$ cat src/conceal_cfg.svh
`ifndef CONCEAL_CFG_SVH
`define CONCEAL_CFG_SVH

// Frame geometry
`define FRAME_WIDTH 256
`define FRAME_LINES 240

// Data widths
`define PIXEL_W 8
`define FLAG_W 16

// Address widths, flag address is the line index
`define PIXEL_ADDR_W 16
`define LINE_W 8

`endif

$ cat src/conceal_pkg.sv
`include "conceal_cfg.svh"

package conceal_pkg;

    typedef enum logic [1:0] {
        SIZE_16 = 2'd0,
        SIZE_32 = 2'd1,
        SIZE_64 = 2'd2
    } packet_size_e;

    typedef enum logic [2:0] {
        SEQ_IDLE,
        SEQ_FETCH,
        SEQ_CHECK,
        SEQ_CONCEAL,
        SEQ_FINISH
    } seq_state_e;

    typedef enum logic [1:0] {
        PORT_IDLE,
        PORT_READ,
        PORT_AVERAGE,
        PORT_WRITE
    } port_state_e;

    // Wishbone classic, pixel memory
    typedef struct packed {
        logic                     cyc;
        logic                     stb;
        logic                     we;
        logic [`PIXEL_ADDR_W-1:0] adr;
        logic [`PIXEL_W-1:0]      dat;
    } pix_wb_req_t;

    typedef struct packed {
        logic                ack;
        logic [`PIXEL_W-1:0] dat;
    } pix_wb_rsp_t;

    // Wishbone classic, flag memory is read only
    typedef struct packed {
        logic               cyc;
        logic               stb;
        logic [`LINE_W-1:0] adr;
    } flag_wb_req_t;

    typedef struct packed {
        logic               ack;
        logic [`FLAG_W-1:0] dat;
    } flag_wb_rsp_t;

    typedef struct packed {
        logic at_top;
        logic at_bottom;
        logic at_left;
        logic at_right;
    } edge_flags_t;

    typedef struct packed {
        logic [`PIXEL_ADDR_W-1:0] adr;
        edge_flags_t              edges;
    } conceal_job_t;

    typedef struct packed {
        logic [`PIXEL_W-1:0] nw;
        logic [`PIXEL_W-1:0] n;
        logic [`PIXEL_W-1:0] ne;
        logic [`PIXEL_W-1:0] w;
        logic [`PIXEL_W-1:0] e;
        logic [`PIXEL_W-1:0] sw;
        logic [`PIXEL_W-1:0] s;
        logic [`PIXEL_W-1:0] se;
    } neighbours_t;

endpackage

$ cat src/frame_sequencer.sv
`timescale 1ns/1ps
`include "conceal_cfg.svh"

module frame_sequencer (
    input  logic                      clock,
    input  logic                      reset,
    input  logic                      start,
    input  conceal_pkg::packet_size_e size,
    output logic                      done,
    output conceal_pkg::flag_wb_req_t flag_req,
    input  conceal_pkg::flag_wb_rsp_t flag_rsp,
    output conceal_pkg::conceal_job_t job,
    output logic                      job_valid,
    input  logic                      job_done
);

    localparam int COL_W = $clog2(`FRAME_WIDTH);

    conceal_pkg::seq_state_e   state;
    conceal_pkg::packet_size_e size_q;
    logic [`FLAG_W-1:0]        flag_word;
    logic [`LINE_W-1:0]        line;
    logic [3:0]                packet;
    logic [5:0]                pixel;
    logic [3:0]                packet_last;
    logic [5:0]                pixel_last;
    logic [6:0]                pix_per_packet;
    logic [COL_W-1:0]          column;
    logic                      packet_flagged;
    logic                      advance;

    // Packet geometry from the size code latched at start
    always_comb begin
        case (size_q)
            conceal_pkg::SIZE_32: begin
                pix_per_packet = 7'd32;
                packet_last    = 4'd7;
            end
            conceal_pkg::SIZE_64: begin
                pix_per_packet = 7'd64;
                packet_last    = 4'd3;
            end
            default: begin
                pix_per_packet = 7'd16;
                packet_last    = 4'd15;
            end
        endcase
    end

    assign pixel_last = 6'(pix_per_packet - 7'd1);
    assign column = COL_W'(packet) * COL_W'(pix_per_packet) + COL_W'(pixel);

    // Bit 15 belongs to the leftmost packet
    assign packet_flagged = flag_word[`FLAG_W - 1 - packet];

    // Move on to the next packet, either a clear one or one fully concealed
    always_comb begin
        case (state)
            conceal_pkg::SEQ_CHECK:   advance = !packet_flagged;
            conceal_pkg::SEQ_CONCEAL: advance = job_done && (pixel == pixel_last);
            default:                  advance = 1'b0;
        endcase
    end

    always_ff @(posedge clock or negedge reset) begin
        if (!reset) begin
            state     <= conceal_pkg::SEQ_IDLE;
            size_q    <= conceal_pkg::SIZE_16;
            line      <= '0;
            packet    <= '0;
            pixel     <= '0;
            job_valid <= 1'b0;
        end else begin
            case (state)
                conceal_pkg::SEQ_IDLE: begin
                    if (start) begin
                        size_q <= size;
                        line   <= '0;
                        packet <= '0;
                        pixel  <= '0;
                        state  <= conceal_pkg::SEQ_FETCH;
                    end
                end
                conceal_pkg::SEQ_FETCH: begin
                    if (flag_rsp.ack) begin
                        state <= conceal_pkg::SEQ_CHECK;
                    end
                end
                conceal_pkg::SEQ_CHECK: begin
                    if (packet_flagged) begin
                        job_valid <= 1'b1;
                        state     <= conceal_pkg::SEQ_CONCEAL;
                    end
                end
                conceal_pkg::SEQ_CONCEAL: begin
                    if (job_done) begin
                        job_valid <= 1'b0;
                        if (!advance) begin
                            pixel <= pixel + 6'd1;
                            state <= conceal_pkg::SEQ_CHECK;
                        end
                    end
                end
                default: begin
                    state <= conceal_pkg::SEQ_IDLE;
                end
            endcase

            if (advance) begin
                pixel <= '0;
                if (packet == packet_last) begin
                    packet <= '0;
                    if (line == `LINE_W'(`FRAME_LINES - 1)) begin
                        state <= conceal_pkg::SEQ_FINISH;
                    end else begin
                        line  <= line + 1'b1;
                        state <= conceal_pkg::SEQ_FETCH;
                    end
                end else begin
                    packet <= packet + 4'd1;
                    state  <= conceal_pkg::SEQ_CHECK;
                end
            end
        end
    end

    always_ff @(posedge clock) begin
        if (state == conceal_pkg::SEQ_FETCH && flag_rsp.ack) begin
            flag_word <= flag_rsp.dat;
        end
    end

    // Flag request held for the whole fetch state, dropped after ack
    assign flag_req.cyc = (state == conceal_pkg::SEQ_FETCH);
    assign flag_req.stb = (state == conceal_pkg::SEQ_FETCH);
    assign flag_req.adr = line;

    assign job.adr = `PIXEL_ADDR_W'(line) * `PIXEL_ADDR_W'(`FRAME_WIDTH)
                   + `PIXEL_ADDR_W'(column);
    assign job.edges.at_top    = (line == '0);
    assign job.edges.at_bottom = (line == `LINE_W'(`FRAME_LINES - 1));
    assign job.edges.at_left   = (column == '0);
    assign job.edges.at_right  = (column == COL_W'(`FRAME_WIDTH - 1));

    assign done = (state == conceal_pkg::SEQ_FINISH);

endmodule

$ cat src/pixel_port.sv
`timescale 1ns/1ps
`include "conceal_cfg.svh"

module pixel_port (
    input  logic                      clock,
    input  logic                      reset,
    input  conceal_pkg::conceal_job_t job,
    input  logic                      job_valid,
    output logic                      job_done,
    output conceal_pkg::pix_wb_req_t  pix_req,
    input  conceal_pkg::pix_wb_rsp_t  pix_rsp,
    output conceal_pkg::neighbours_t  nbrs,
    output conceal_pkg::edge_flags_t  edges,
    output logic                      sum_start,
    input  logic [`PIXEL_W-1:0]       average,
    input  logic                      average_valid
);

    localparam logic [`PIXEL_ADDR_W-1:0] LINE_STEP = `PIXEL_ADDR_W'(`FRAME_WIDTH);

    conceal_pkg::port_state_e  state;
    conceal_pkg::conceal_job_t job_q;
    logic [7:0]                pending;
    logic [7:0]                pending_next;
    logic [2:0]                cur_idx;
    logic [`PIXEL_ADDR_W-1:0]  nbr_adr;
    logic                      cyc_q;
    logic                      accept;

    // Bit order nw, n, ne, w, e, sw, s, se from bit 0 up
    function automatic logic [7:0] present_mask(conceal_pkg::edge_flags_t e);
        logic [7:0] m;
        m[0] = !e.at_top && !e.at_left;
        m[1] = !e.at_top;
        m[2] = !e.at_top && !e.at_right;
        m[3] = !e.at_left;
        m[4] = !e.at_right;
        m[5] = !e.at_bottom && !e.at_left;
        m[6] = !e.at_bottom;
        m[7] = !e.at_bottom && !e.at_right;
        return m;
    endfunction

    // Lowest pending neighbour is read next
    always_comb begin
        cur_idx = 3'd0;
        for (int i = 7; i >= 0; i--) begin
            if (pending[i]) begin
                cur_idx = 3'(i);
            end
        end
    end

    assign pending_next = pending & ~(8'd1 << cur_idx);

    always_comb begin
        case (cur_idx)
            3'd0:    nbr_adr = job_q.adr - LINE_STEP - 1'b1;
            3'd1:    nbr_adr = job_q.adr - LINE_STEP;
            3'd2:    nbr_adr = job_q.adr - LINE_STEP + 1'b1;
            3'd3:    nbr_adr = job_q.adr - 1'b1;
            3'd4:    nbr_adr = job_q.adr + 1'b1;
            3'd5:    nbr_adr = job_q.adr + LINE_STEP - 1'b1;
            3'd6:    nbr_adr = job_q.adr + LINE_STEP;
            default: nbr_adr = job_q.adr + LINE_STEP + 1'b1;
        endcase
    end

    // job_valid is still high in the job_done cycle
    assign accept = (state == conceal_pkg::PORT_IDLE) && job_valid && !job_done;

    always_ff @(posedge clock or negedge reset) begin
        if (!reset) begin
            state     <= conceal_pkg::PORT_IDLE;
            pending   <= '0;
            cyc_q     <= 1'b0;
            sum_start <= 1'b0;
            job_done  <= 1'b0;
        end else begin
            sum_start <= 1'b0;
            job_done  <= 1'b0;
            case (state)
                conceal_pkg::PORT_IDLE: begin
                    if (accept) begin
                        pending <= present_mask(job.edges);
                        cyc_q   <= 1'b1;
                        state   <= conceal_pkg::PORT_READ;
                    end
                end
                conceal_pkg::PORT_READ: begin
                    // One idle cycle between consecutive reads
                    if (!cyc_q) begin
                        cyc_q <= 1'b1;
                    end else if (pix_rsp.ack) begin
                        cyc_q   <= 1'b0;
                        pending <= pending_next;
                        if (pending_next == '0) begin
                            sum_start <= 1'b1;
                            state     <= conceal_pkg::PORT_AVERAGE;
                        end
                    end
                end
                conceal_pkg::PORT_AVERAGE: begin
                    if (average_valid) begin
                        cyc_q <= 1'b1;
                        state <= conceal_pkg::PORT_WRITE;
                    end
                end
                default: begin
                    if (pix_rsp.ack) begin
                        cyc_q    <= 1'b0;
                        job_done <= 1'b1;
                        state    <= conceal_pkg::PORT_IDLE;
                    end
                end
            endcase
        end
    end

    always_ff @(posedge clock) begin
        if (accept) begin
            job_q <= job;
        end
        if (state == conceal_pkg::PORT_READ && cyc_q && pix_rsp.ack) begin
            case (cur_idx)
                3'd0:    nbrs.nw <= pix_rsp.dat;
                3'd1:    nbrs.n  <= pix_rsp.dat;
                3'd2:    nbrs.ne <= pix_rsp.dat;
                3'd3:    nbrs.w  <= pix_rsp.dat;
                3'd4:    nbrs.e  <= pix_rsp.dat;
                3'd5:    nbrs.sw <= pix_rsp.dat;
                3'd6:    nbrs.s  <= pix_rsp.dat;
                default: nbrs.se <= pix_rsp.dat;
            endcase
        end
    end

    assign edges = job_q.edges;

    // Averager holds its result until the next sum_start
    assign pix_req.cyc = cyc_q;
    assign pix_req.stb = cyc_q;
    assign pix_req.we  = cyc_q && (state == conceal_pkg::PORT_WRITE);
    assign pix_req.adr = (state == conceal_pkg::PORT_WRITE) ? job_q.adr : nbr_adr;
    assign pix_req.dat = average;

endmodule

$ cat src/neighbour_average.sv
`timescale 1ns/1ps
`include "conceal_cfg.svh"

module neighbour_average (
    input  logic                     clock,
    input  logic                     reset,
    input  conceal_pkg::neighbours_t nbrs,
    input  conceal_pkg::edge_flags_t edges,
    input  logic                     sum_start,
    output logic [`PIXEL_W-1:0]      average,
    output logic                     average_valid
);

    localparam int SUM_W = `PIXEL_W + 3;

    logic [SUM_W-1:0] nw, n, ne, w, e, sw, s, se;
    logic [SUM_W-1:0] sum;

    assign nw = SUM_W'(nbrs.nw);
    assign n  = SUM_W'(nbrs.n);
    assign ne = SUM_W'(nbrs.ne);
    assign w  = SUM_W'(nbrs.w);
    assign e  = SUM_W'(nbrs.e);
    assign sw = SUM_W'(nbrs.sw);
    assign s  = SUM_W'(nbrs.s);
    assign se = SUM_W'(nbrs.se);

    // Missing neighbours replaced by doubling the nearest present ones
    always_comb begin
        case ({edges.at_top, edges.at_bottom, edges.at_left, edges.at_right})
            4'b1010: sum = 3 * e + 3 * s + 2 * se;
            4'b1001: sum = 3 * w + 3 * s + 2 * sw;
            4'b0110: sum = 3 * n + 3 * e + 2 * ne;
            4'b0101: sum = 3 * w + 3 * n + 2 * nw;
            4'b1000: sum = 2 * w + sw + 2 * s + se + 2 * e;
            4'b0100: sum = 2 * w + nw + 2 * n + ne + 2 * e;
            4'b0010: sum = 2 * n + ne + 2 * e + se + 2 * s;
            4'b0001: sum = 2 * n + nw + 2 * w + sw + 2 * s;
            default: sum = nw + n + ne + w + e + sw + s + se;
        endcase
    end

    always_ff @(posedge clock or negedge reset) begin
        if (!reset) begin
            average_valid <= 1'b0;
        end else begin
            average_valid <= sum_start;
        end
    end

    // Divide by eight
    always_ff @(posedge clock) begin
        if (sum_start) begin
            average <= sum[SUM_W-1:3];
        end
    end

endmodule

$ cat src/concealment_top.sv
`timescale 1ns/1ps
`include "conceal_cfg.svh"

module concealment_top (
    input  logic                      clock,
    input  logic                      reset,
    input  logic                      start,
    input  conceal_pkg::packet_size_e size,
    output logic                      done,
    output conceal_pkg::pix_wb_req_t  pix_req,
    input  conceal_pkg::pix_wb_rsp_t  pix_rsp,
    output conceal_pkg::flag_wb_req_t flag_req,
    input  conceal_pkg::flag_wb_rsp_t flag_rsp
);

    conceal_pkg::conceal_job_t job;
    conceal_pkg::neighbours_t  nbrs;
    conceal_pkg::edge_flags_t  edges;
    logic                      job_valid;
    logic                      job_done;
    logic                      sum_start;
    logic [`PIXEL_W-1:0]       average;
    logic                      average_valid;

    frame_sequencer i_frame_sequencer (
        .clock     (clock),
        .reset     (reset),
        .start     (start),
        .size      (size),
        .done      (done),
        .flag_req  (flag_req),
        .flag_rsp  (flag_rsp),
        .job       (job),
        .job_valid (job_valid),
        .job_done  (job_done)
    );

    pixel_port i_pixel_port (
        .clock         (clock),
        .reset         (reset),
        .job           (job),
        .job_valid     (job_valid),
        .job_done      (job_done),
        .pix_req       (pix_req),
        .pix_rsp       (pix_rsp),
        .nbrs          (nbrs),
        .edges         (edges),
        .sum_start     (sum_start),
        .average       (average),
        .average_valid (average_valid)
    );

    neighbour_average i_neighbour_average (
        .clock         (clock),
        .reset         (reset),
        .nbrs          (nbrs),
        .edges         (edges),
        .sum_start     (sum_start),
        .average       (average),
        .average_valid (average_valid)
    );

endmodule

$ cat config.mk
export PLATFORM = sky130hd
export DESIGN_NAME = concealment_top
export DESIGN_NICKNAME = d
export VERILOG_FILES = /design/src/conceal_pkg.sv /design/src/frame_sequencer.sv /design/src/pixel_port.sv /design/src/neighbour_average.sv /design/src/concealment_top.sv
export VERILOG_INCLUDE_DIRS = /design/src /design/src/src
export SDC_FILE = /design/constraint.sdc
export NUM_CORES = 1
export LEC_CHECK = 0
export BUFFER_PORTS_ARGS = -buffer_cell sky130_fd_sc_hd__clkbuf_2
export CAP_MARGIN = 5
export CORE_UTILIZATION = 65
export DETAILED_ROUTE_END_ITERATION = 7
export HOLD_SLACK_MARGIN = 0.1
export PLACE_DENSITY = 0.89
export SLEW_MARGIN = 20
export SYNTH_ARGS = -nofsm -noshare
export SYNTH_HDL_FRONTEND = slang
export SYNTH_SLANG_ARGS = --single-unit
$ cat constraint.sdc
create_clock -name clock -period 7.2 [get_ports clock]
set_input_delay 0.72 -clock clock [delete_from_list [all_inputs] [get_ports clock]]
set_output_delay 0.72 -clock clock [all_outputs]
set_load 0.01 [all_outputs]
### After elaboration in Yosys (flattened, before gate mapping)

Index checks and enable logic that the tools add are counted.

| storage, ports and cells | value |
|---|---|
| input port bits | 31 |
| output and inout bits | 38 |
| bits in registers | 146 |
| logic and storage cells | 232 |

| operators by class | value |
|---|---|
| add/subtract/negate cells | 46 |
| bitwise gates (word level) | 3 |
| equality and inequality tests | 38 |
| $mul | 5 |
| shift-type cells | 1 |
| multiplexer cells | 63 |
| reduce and logical (&&, ||, !) cells | 48 |
| magnitude comparators | 1 |

Operator list:

| operator | number |
|---|---|
| adder 11 x 9 -> 11 bit | 12 |
| one-hot mux 16 bit (7 select lines) | 1 |
| adder 11 x 8 -> 11 bit | 10 |
| one-hot mux 11 bit (8 select lines) | 1 |
| two-way mux 8 bit | 8 |
| adder 16 x 1 -> 16 bit, second input constant | 3 |
| subtractor 16 x 1 -> 16 bit, second input constant | 3 |
| two-way mux 3 bit | 15 |
| adder 9 x 8 -> 10 bit | 4 |
| multiplier 2 x 8 -> 10 bit, first input constant | 4 |
| < comparator 32 x 5 -> 1 bit, second input constant | 1 |
| zero test 8 bit | 3 |
| adder 11 bit | 2 |
| AND reduction 2 bit | 10 |
| two-way mux 6 bit | 3 |
| adder 16 x 8 -> 16 bit | 1 |
| adder 16 x 9 -> 16 bit, second input constant | 1 |
| == test 8 bit, second input constant | 2 |
| two-way mux 16 bit | 1 |
| two-way mux 4 bit | 4 |
| one-hot mux 8 bit (2 select lines) | 1 |
| subtractor 16 x 9 -> 16 bit, second input constant | 1 |
| two-way mux 1 bit | 14 |
| one-hot mux 7 bit (2 select lines) | 1 |
| 49 further kinds | 99 |

### Logic depth before layout (Yosys ltp)

Gate-level depths: netlist (run 1).

| depth | value |
|---|---|
| depth after elaboration | 16 |
| depth in mapped cells | 24 |
| depth with buffers taken out | 24 |

### Hierarchy

A second synthesis (run 1) with hierarchy kept.

| unflattened totals | value |
|---|---|
| cell total of the unflattened synthesis | 1864 |
| area, all modules | 17805.8 um^2 |

Modules (own cells, without submodules):

| module | seq. area each (um^2) | times used | cells an instance | area an instance (um^2) |
|---|---|---|---|---|
| neighbour_average | 265.3 | 1 | 1043 | 9242.6 |
| pixel_port | 2847.7 | 1 | 589 | 6105.9 |
| frame_sequencer | 1081.0 | 1 | 232 | 2457.4 |

### Least setup slack after synthesis (run 1)

Ideal clock, no wire load.

| timing | value |
|---|---|
| kind | register -> register |
| start | register, netlist name i_pixel_port.nbrs[49] |
| end | register i_neighbour_average.average[7] (data pin) |
| setup slack | 1480 ps |
| stages on the path, launching flop included | 24 |
| arrival time | 5455 ps |
| library setup time | 265 ps |
| period minus slack after synthesis | 5720 ps |
| data required time | 6935 ps |
| cells stage by stage | edfxtp_1 > ha_1 > a21o_1 > a21oi_1 > o21bai_1 > a21oi_1 > o21bai_1 > a21oi_1 > xnor2_1 > fa_1 > inv_1 > fa_1 > fa_1 > fa_1 > inv_1 > ha_1 > and3_1 > a21oi_1 > o21ai_0 > o21ai_0 > a21boi_0 > or3_1 > a32oi_1 > nand3_1 |

| between the ends | value |
|---|---|
| word-level cells in the longest chain between the ends | 8 |
| elaborated cells between the ends (all ways) | 24 |
| classes of those cells | add/sub: 22; mul: 1; mux: 1 |

Ends and longest elaborated chain:

| item | RTL line | RTL |
|---|---|---|
| adder 8 x 8 -> 9 bit | neighbour_average.sv:39 | `default: sum = nw + n + ne + w + e + sw + s + se;` |
| adder 11 x 8 -> 11 bit (6 in a row) | neighbour_average.sv:39 |  |
| one-hot mux 11 bit (8 select lines) * | neighbour_average.sv:30 | `case ({edges.at_top, edges.at_bottom, edges.at_left, edges.at_right})` |
| via i_neighbour_average.sum[10] | neighbour_average.sv:17 | `logic [SUM_W-1:0] sum;` |
| end signal: assignment | neighbour_average.sv:54 | `average <= sum[SUM_W-1:3];` |
| end: declaration | neighbour_average.sv:10 | `` output logic [`PIXEL_W-1:0] average, `` |

Mark *: on every way through the listed nets, which the timed path passes. The rest lies on a longest branch.
A chain may end at the register's enable or synchronous reset.

### Worst setup path in the final report (run 1)

| timing | value |
|---|---|
| start | register, netlist name i_pixel_port.nbrs[49] |
| end | register i_neighbour_average.average[7] (data pin) |

| between the ends | value |
|---|---|
| word-level cells in the longest chain between the ends | 8 |
| elaborated cells between the ends (all ways) | 24 |
| classes of those cells | add/sub: 22; mul: 1; mux: 1 |

Ends and longest elaborated chain:

| item | RTL line |
|---|---|
| adder 8 x 8 -> 9 bit | neighbour_average.sv:39 |
| adder 11 x 8 -> 11 bit (6 in a row) | neighbour_average.sv:39 |
| one-hot mux 11 bit (8 select lines) * | neighbour_average.sv:30 |
| via i_neighbour_average.sum[10] | neighbour_average.sv:17 |

Marks and branches as above.

==> impl_metrics.tcl, run 1 <==
set metrics [dict create \
    peakVddDrop_mv 0.349 \
    syn_nets 2235 \
    root_buffer "clkbuf_16" \
    cts_tree "built" \
    yosysSeqAreaShare_pct 24.0 \
    clkSinkCount 146 \
    finalCritPeriodShare_pct 89.2 \
    rrSetupSlack_ps 780 \
    wire_per_inst_um 21.5 \
    vias_per_cell 6.49 \
    synth-main-ff-cell "edfxtp_1" \
    hold_slack_ps 408 \
    worst_r2r_endpoint "i_neighbour_average.average[7]" \
    numPortBuffers 68 \
    netlist.area_leader.share_pct 18.6 \
    synth-xor-area-share_pct 8.34 \
    cts_buffer_depth 2 \
    end_kind "flip-flop" \
    grt_pass1_vias 15000 \
    setup_tns_ps 0 \
    grt_pass1_wl_um 77800 \
    cts_buffers 17 \
    cp_data_arrival_time_ps 6600 \
    reg2reg_depth 23 \
    final_util_pct 71.2 \
    clk_latency_ps 450 \
    die_x_um 166 \
    path_buf_inv 2 \
    p_leak_nw 8.53 \
    cts_resized 0 \
    num_vias 14700 \
    htreeDepth 4 \
    clk_pin_slew_ps 80 \
    synth_top_family_by_area "adder cells" \
    fin_crit_ps 6420 \
    final-seq-area_um2 4190 \
    synth_warnings 0 \
    start_util_pct 66.5 \
    crit_path_max_incr_delay_ps 550 \
    min_path_type "primary input to asynchronous set/reset pin" \
    grt_antenna_before_repair 2 \
    start_kind "flip-flop" \
    synth_cell_types 78 \
    power_density_nw_per_um2 377 \
    final_hold_viol_count 0 \
    place_congestion 1.00 \
    die_y_um 166 \
    synth_compound_area_share_pct 16.4 \
    netlist_top_cells_count "inv_1 (300), ha_1 (197), fa_1 (140), a21oi_1 (134), nor2_1 (117)" \
    dp_hpwl_um 38900 \
    drtIter0Drc 1402 \
    grt_max_degree 39 \
    status "complete, but fails checks" \
    multiInputGateArea_um2 11900 \
    cts_hold_buf 0 \
    slowest_stage "edfxtp_1" \
    core_um2 26200 \
    overflow 0 \
    maxCapViolations 0 \
    crit_type "flip-flop to flip-flop" \
    layout.nets 2281 \
    num_rows 59 \
    drc 7 \
    die_area_um2 27500 \
    fin_worst_skew_ps 23.2 \
    synth_mux_area_share_pct 1.47 \
    grt_usage_pct 36.4 \
    ioPinCount 69 \
    drive_gt1_share_pct 6.49 \
    drt-pass1-iter-count 8 \
    fillers 1914 \
    max_slew_margin_pct 22.7 \
    final-setup-viol-count 0 \
    synth_area_per_cell_um2 9.34 \
    r2r_start "i_pixel_port.nbrs[49]" \
    worst_slew_pin_slew_ps 1160 \
    synth_top_cell_by_area "edfxtp_1" \
    yosys.area_share.simple_pct 11.6 \
    wl_um 48700 \
    synth_most_common_cell "inv_1" \
    synth_area_leaders "edfxtp_1 (19%), fa_1 (16%), ha_1 (14%)" \
    crit_chain "ha_1 > a21o_1 > a21oi_1 > o21bai_1 > a21oi_1 > o21bai_1 > a21oi_1 > xnor2_1 > fa_1 > inv_1 > fa_1 > fa_1 > fa_1 > inv_1 > ha_1 > and3_1 > a21oi_1 > o21ai_0 > o21ai_0 > a21boi_0 > or3_1 > a32oi_1 > nand3_1" \
    rsz0062_at_grt "false" \
    netlist_area_um2 17400 \
    ys_seq_elements 146 \
    crit_cells 23 \
    critical_path.top_delay_family "adder cells" \
    failed_checks "design-rule violations" \
    ys_async_sr_fraction_pct 26.0 \
    crit_fanout 7 \
    synth-edff-count 108 \
    required_ps 7380 \
    synthAdderAreaFrac_pct 30.3 \
    areaGrowthSynthToFinish_pct 6.96 \
    postCtsSetupBuffers 0 \
    slew_violations 0 \
    fmax_mhz 156 \
    ant_nets 0 \
    synthCells 1867 \
]
[per-layer routing]
layer	share of wire, %	global-route usage, %	vias up	wire length (um)
met2	49	62.8	836	23700
met5	0	0	-	0
met3	8.7	5.36	203	4210
li1	-	-	6571	-
met1	38	44.6	7080	18200
met4	5.1	18.7	0	2480
[sequential cells by signal, summed over array words and instances (netlist names)]
name,count
i_neighbour_average.average,8
i_frame_sequencer.packet,4
i_frame_sequencer.size_q,2
i_pixel_port.job_q,16
i_neighbour_average.average_valid,1
i_frame_sequencer.pixel,6
i_frame_sequencer.job_valid,1
i_pixel_port.pending,8
i_frame_sequencer.line,8
i_frame_sequencer.flag_word,16
i_pixel_port.nbrs,64
i_pixel_port.sum_start,1
i_pixel_port.cyc_q,1
i_frame_sequencer.state,3
i_pixel_port.edges,4
i_pixel_port.state,2
i_pixel_port.job_done,1
[worst register-to-register path: stages, from the launching register on]
cell and delay [ps]:
edfxtp_1 550, ha_1 380, a21o_1 210, a21oi_1 300
o21bai_1 110, a21oi_1 280, o21bai_1 100, a21oi_1 200
xnor2_1 110, fa_1 540, inv_1 60, fa_1 500
fa_1 520, fa_1 550, inv_1 50, ha_1 340
and3_1 160, a21oi_1 120, o21ai_0 140, o21ai_0 210
a21boi_0 140, or3_1 320, a32oi_1 190, nand3_1 90
[cell type report]
class / count / share of cell area [%]
sequential: 146 / 22.5
tap: 335 / 2.25
clock inverter: 15 / 1.14
antenna: 2 / 0.0268
timing repair buffer: 74 / 2.07
inverter: 301 / 6.06
clock buffer: 17 / 2.28
multi-input combinational: 1373 / 63.7
[worst max path at each step]
| stage | slack (ps) | to | from |
|---|---|---|---|
| after floorplan | 1480 | i_neighbour_average.average[7] | i_pixel_port.nbrs[49] |
| after global placement | 1080 | i_neighbour_average.average[7] | i_pixel_port.nbrs[49] |
| after detailed placement | 930 | i_neighbour_average.average[7] | i_pixel_port.nbrs[49] |
| after CTS | 830 | i_neighbour_average.average[7] | i_pixel_port.nbrs[49] |
| after global routing | 280 | i_neighbour_average.average[7] | i_pixel_port.nbrs[49] |
| final | 780 | i_neighbour_average.average[7] | i_pixel_port.nbrs[49] |
[per-stage QoR]
step / setup slack (ps) / instance area, um^2 / cells / total power [mW]
after global routing: 281 / 18600 / 2261 / 7.54
final: 781 / 18700 / 2263 / 7.04
after global placement: 1080 / 18000 / 2229 / 5.75
after CTS: 826 / 18600 / 2261 / 6.92
after floorplan: 1480 / 17400 / 1867 / 4.76
after detailed placement: 927 / 18000 / 2229 / 5.93
[report_power, final]
part	switching [mW]	total (mW)	internal [mW]	leakage, nW
clock network	0.453	0.961	0.508	0.310
logic	2.71	4.56	1.85	6.76
registers	0.365	1.51	1.14	1.46
[cells in the final DEF (no fill, tap or decap), types with 6 or more instances in the layout]
cell type / instances
a211oi_1: 14
a21o_1: 39
a21oi_1: 134
a221oi_1: 13
a22oi_1: 16
a31oi_1: 7
a32oi_1: 7
a41oi_1: 7
and2_1: 18
and3_1: 8
buf_4: 6
clkbuf_16: 17
clkbuf_2: 68
clkinv_8: 6
dfrtp_1: 38
edfxtp_1: 108
fa_1: 140
ha_1: 197
inv_1: 300
inv_8: 6
mux2i_1: 11
nand2_1: 80
nand2b_1: 18
nand3_1: 31
nand4_1: 14
nor2_1: 117
nor2b_1: 25
nor3_1: 49
nor3b_1: 6
nor4_1: 8
o21a_1: 7
o21ai_0: 85
o21bai_1: 30
o221ai_1: 6
o22ai_1: 20
or3_1: 10
xnor2_1: 110
xor2_1: 56
[cells by family (layout without fill, tap and decap cells)]
| kind of cell | count (synthesis) | in the layout |
|---|---|---|
| simple gates | 408 | 408 |
| compound gates | 443 | 443 |
| buf+inv | 348 | 407 |
| flops | 146 | 146 |
| fa+ha+maj | 338 | 338 |
| mux | 18 | 18 |
| other cells | 0 | 2 |
| xor+xnor | 166 | 166 |
No activity file was read; power rests on OpenSTA's default activity.
==> inputs of run 2 (changes only) <==
==> constraint.sdc (replaced) <==
create_clock -name clock -period 7.2 [get_ports clock]
set_input_delay 1.44 -clock clock [delete_from_list [all_inputs] [get_ports clock]]
set_output_delay 1.44 -clock clock [all_outputs]
set_load 0.01 [all_outputs]
==> impl_metrics.tcl, run 2 (synthesis gave the netlist of run 1 again) <==
set metrics [dict create \
    ioPinCount 69 \
    drt-pass1-iter-count 8 \
    start_util_pct 66.5 \
    pwr-share-seq_pct 21.6 \
    fillers 1924 \
    dp_hpwl_um 39200 \
    root_buffer "clkbuf_16" \
    critical_path.top_delay_family "compound AO/OA/AOI/OAI gates" \
    cts_buffer_depth 2 \
    fmax_mhz 153 \
    cp_data_arrival_time_ps 5090 \
    p_leak_nw 8.52 \
    dp.cells 2230 \
    top_regs "i_pixel_port.nbrs: 64 flops, i_frame_sequencer.flag_word: 16 flops, i_pixel_port.job_q: 16 flops" \
    wl_um 48800 \
    end_kind "primary output" \
    worst_slew_pin_slew_ps 1120 \
    place_area_um2 18000 \
    final_hold_viol_count 0 \
    postCtsSetupBuffers 0 \
    areaGrowthSynthToFinish_pct 6.72 \
    drtIter0Drc 1489 \
    switchingPower_mw 3.53 \
    setup_tns_ps 0 \
    path_buf_inv 3 \
    intPower_mw 3.50 \
    numPortBuffers 68 \
    clkSinkCount 146 \
    rsz0062_at_grt "false" \
    grt_pass1_vias 14500 \
    vias_per_cell 6.44 \
    p_sw_share_pct 50.2 \
    final_common_cell "inv_1" \
    cts_hold_buf 0 \
    grt_pass1_wl_um 76700 \
    final-setup-viol-count 0 \
    most-common-layout-cells "inv_1 (300), ha_1 (197), fa_1 (140)" \
    place_congestion 0.988 \
    total_power_mw 7.02 \
    crit_top_cell "o21ai_0" \
    cts_buffers 17 \
    clk_pin_slew_ps 80 \
    diodes 0 \
    setup_slack_ps 665 \
    fin_worst_skew_ps 15.4 \
    stdcell_area_um2 18600 \
    finalCritPeriodShare_pct 90.8 \
    hold_slack_ps 551 \
    slowest_stage "or4_1" \
    grt_usage_pct 36.0 \
    die_x_um 166 \
    max_slew_margin_pct 25.0 \
    wire_per_inst_um 21.6 \
    status "complete, but fails checks" \
    num_rows 59 \
    power_density_nw_per_um2 377 \
    drive_gt1_share_pct 6.54 \
    largest-register "i_pixel_port.nbrs" \
    layout.nets 2282 \
    required_ps 5760 \
    num_vias 14600 \
    start_kind "flip-flop" \
    grt_antenna_before_repair 0 \
    fin_crit_ps 6530 \
    cts_resized 0 \
    ant_nets 0 \
    pwr-share-comb_pct 65.5 \
    peakVddDrop_mv 0.345 \
    clkPwrFrac_pct 12.9 \
    core_um2 26200 \
    largest_reg_flops 64 \
    die_area_um2 27500 \
    grt_max_degree 39 \
    crit_fanout 17 \
    overflow 0 \
    fin_cells 2262 \
    min_path_type "flip-flop to flip-flop" \
    maxCapViolations 0 \
    cts_tree "built" \
    final-seq-area_um2 4190 \
    multiInputGateArea_um2 11900 \
    crit_path_max_incr_delay_ps 660 \
    drc 6 \
    die_y_um 166 \
    htreeDepth 4 \
    slew_violations 0 \
    clk_latency_ps 440 \
    failed_checks "design-rule violations" \
    dp_worst_setup_slack_ps 971 \
    crit_type "flip-flop to primary output" \
    final_util_pct 71.0 \
    crit_chain "or4_1 > nor2_1 > buf_4 > o21ai_0 > inv_1 > ha_1 > o21ai_0 > a21oi_1 > o41ai_1 > o21ai_0 > a21oi_1 > nor2b_1 > mux2i_1 > o32a_1 > clkbuf_2" \
]
==> run 2: cell count changes in the layout (fill, tap and decap cells not counted), moves of 2 or more <==
| cell | change |
|---|---|
| clkinv_8 | -5 |
| clkinv_4 | +2 |
| inv_6 | +4 |
| diode_2 | -2 |
| inv_8 | -2 |
==> run 2: worst reg2reg max path: cells and delay by family (launching register included) <==
kind                     cells  cell delay, ps
buffers and inverters        2             110
XOR/XNOR                     1             110
AO/OA/AOI/OAI               11            1860
flip-flops                   1             520
adder cells (fa/ha/maj)      6            2870
AND/OR/NAND/NOR              3             570
==> run 2: layout make-up <==
class / instances / area share, %
Clock inverter: 14 / 0.867
Tap cell: 335 / 2.25
Clock buffer: 18 / 2.31
Sequential cell: 146 / 22.5
Timing Repair Buffer: 75 / 2.11
Multi-Input combinational cell: 1373 / 63.9
Inverter: 301 / 6.07
==> run 2: routing by layer <==
metal | GRT usage [%] | wire, um | vias up
met5 | 0 | 0 | -
met4 | 16.6 | 2270 | 0
met3 | 5.48 | 3850 | 189
met2 | 63.4 | 24200 | 780
met1 | 43.7 | 18500 | 7029
li1 | - | - | 6561
==> run 2: power groups by stage <==
stage	Clock, mW	Combinational, mW	Sequential, mW
after floorplan	0	3.46	1.29
after detailed placement	0	4.46	1.51
after CTS	0.907	4.51	1.50
after global placement	0	4.30	1.50
final	0.906	4.60	1.52
after global routing	0.938	5.02	1.54
==> run 2: final timing paths <==
kind                                             endpoint  cells after the start  slack [ps]                   startpoint
max in group asynchronous         i_pixel_port.pending[1]                      1        5540                        reset
hold reg to reg               i_frame_sequencer.packet[3]                      1         550  i_frame_sequencer.packet[3]
setup reg to reg           i_neighbour_average.average[7]                     23         910        i_pixel_port.nbrs[49]
setup / recovery                              pix_req[22]                     15         670      i_pixel_port.pending[1]
hold / removal                i_frame_sequencer.packet[3]                      1         550  i_frame_sequencer.packet[3]
min in group asynchronous      i_frame_sequencer.state[1]                      1        1110                        reset
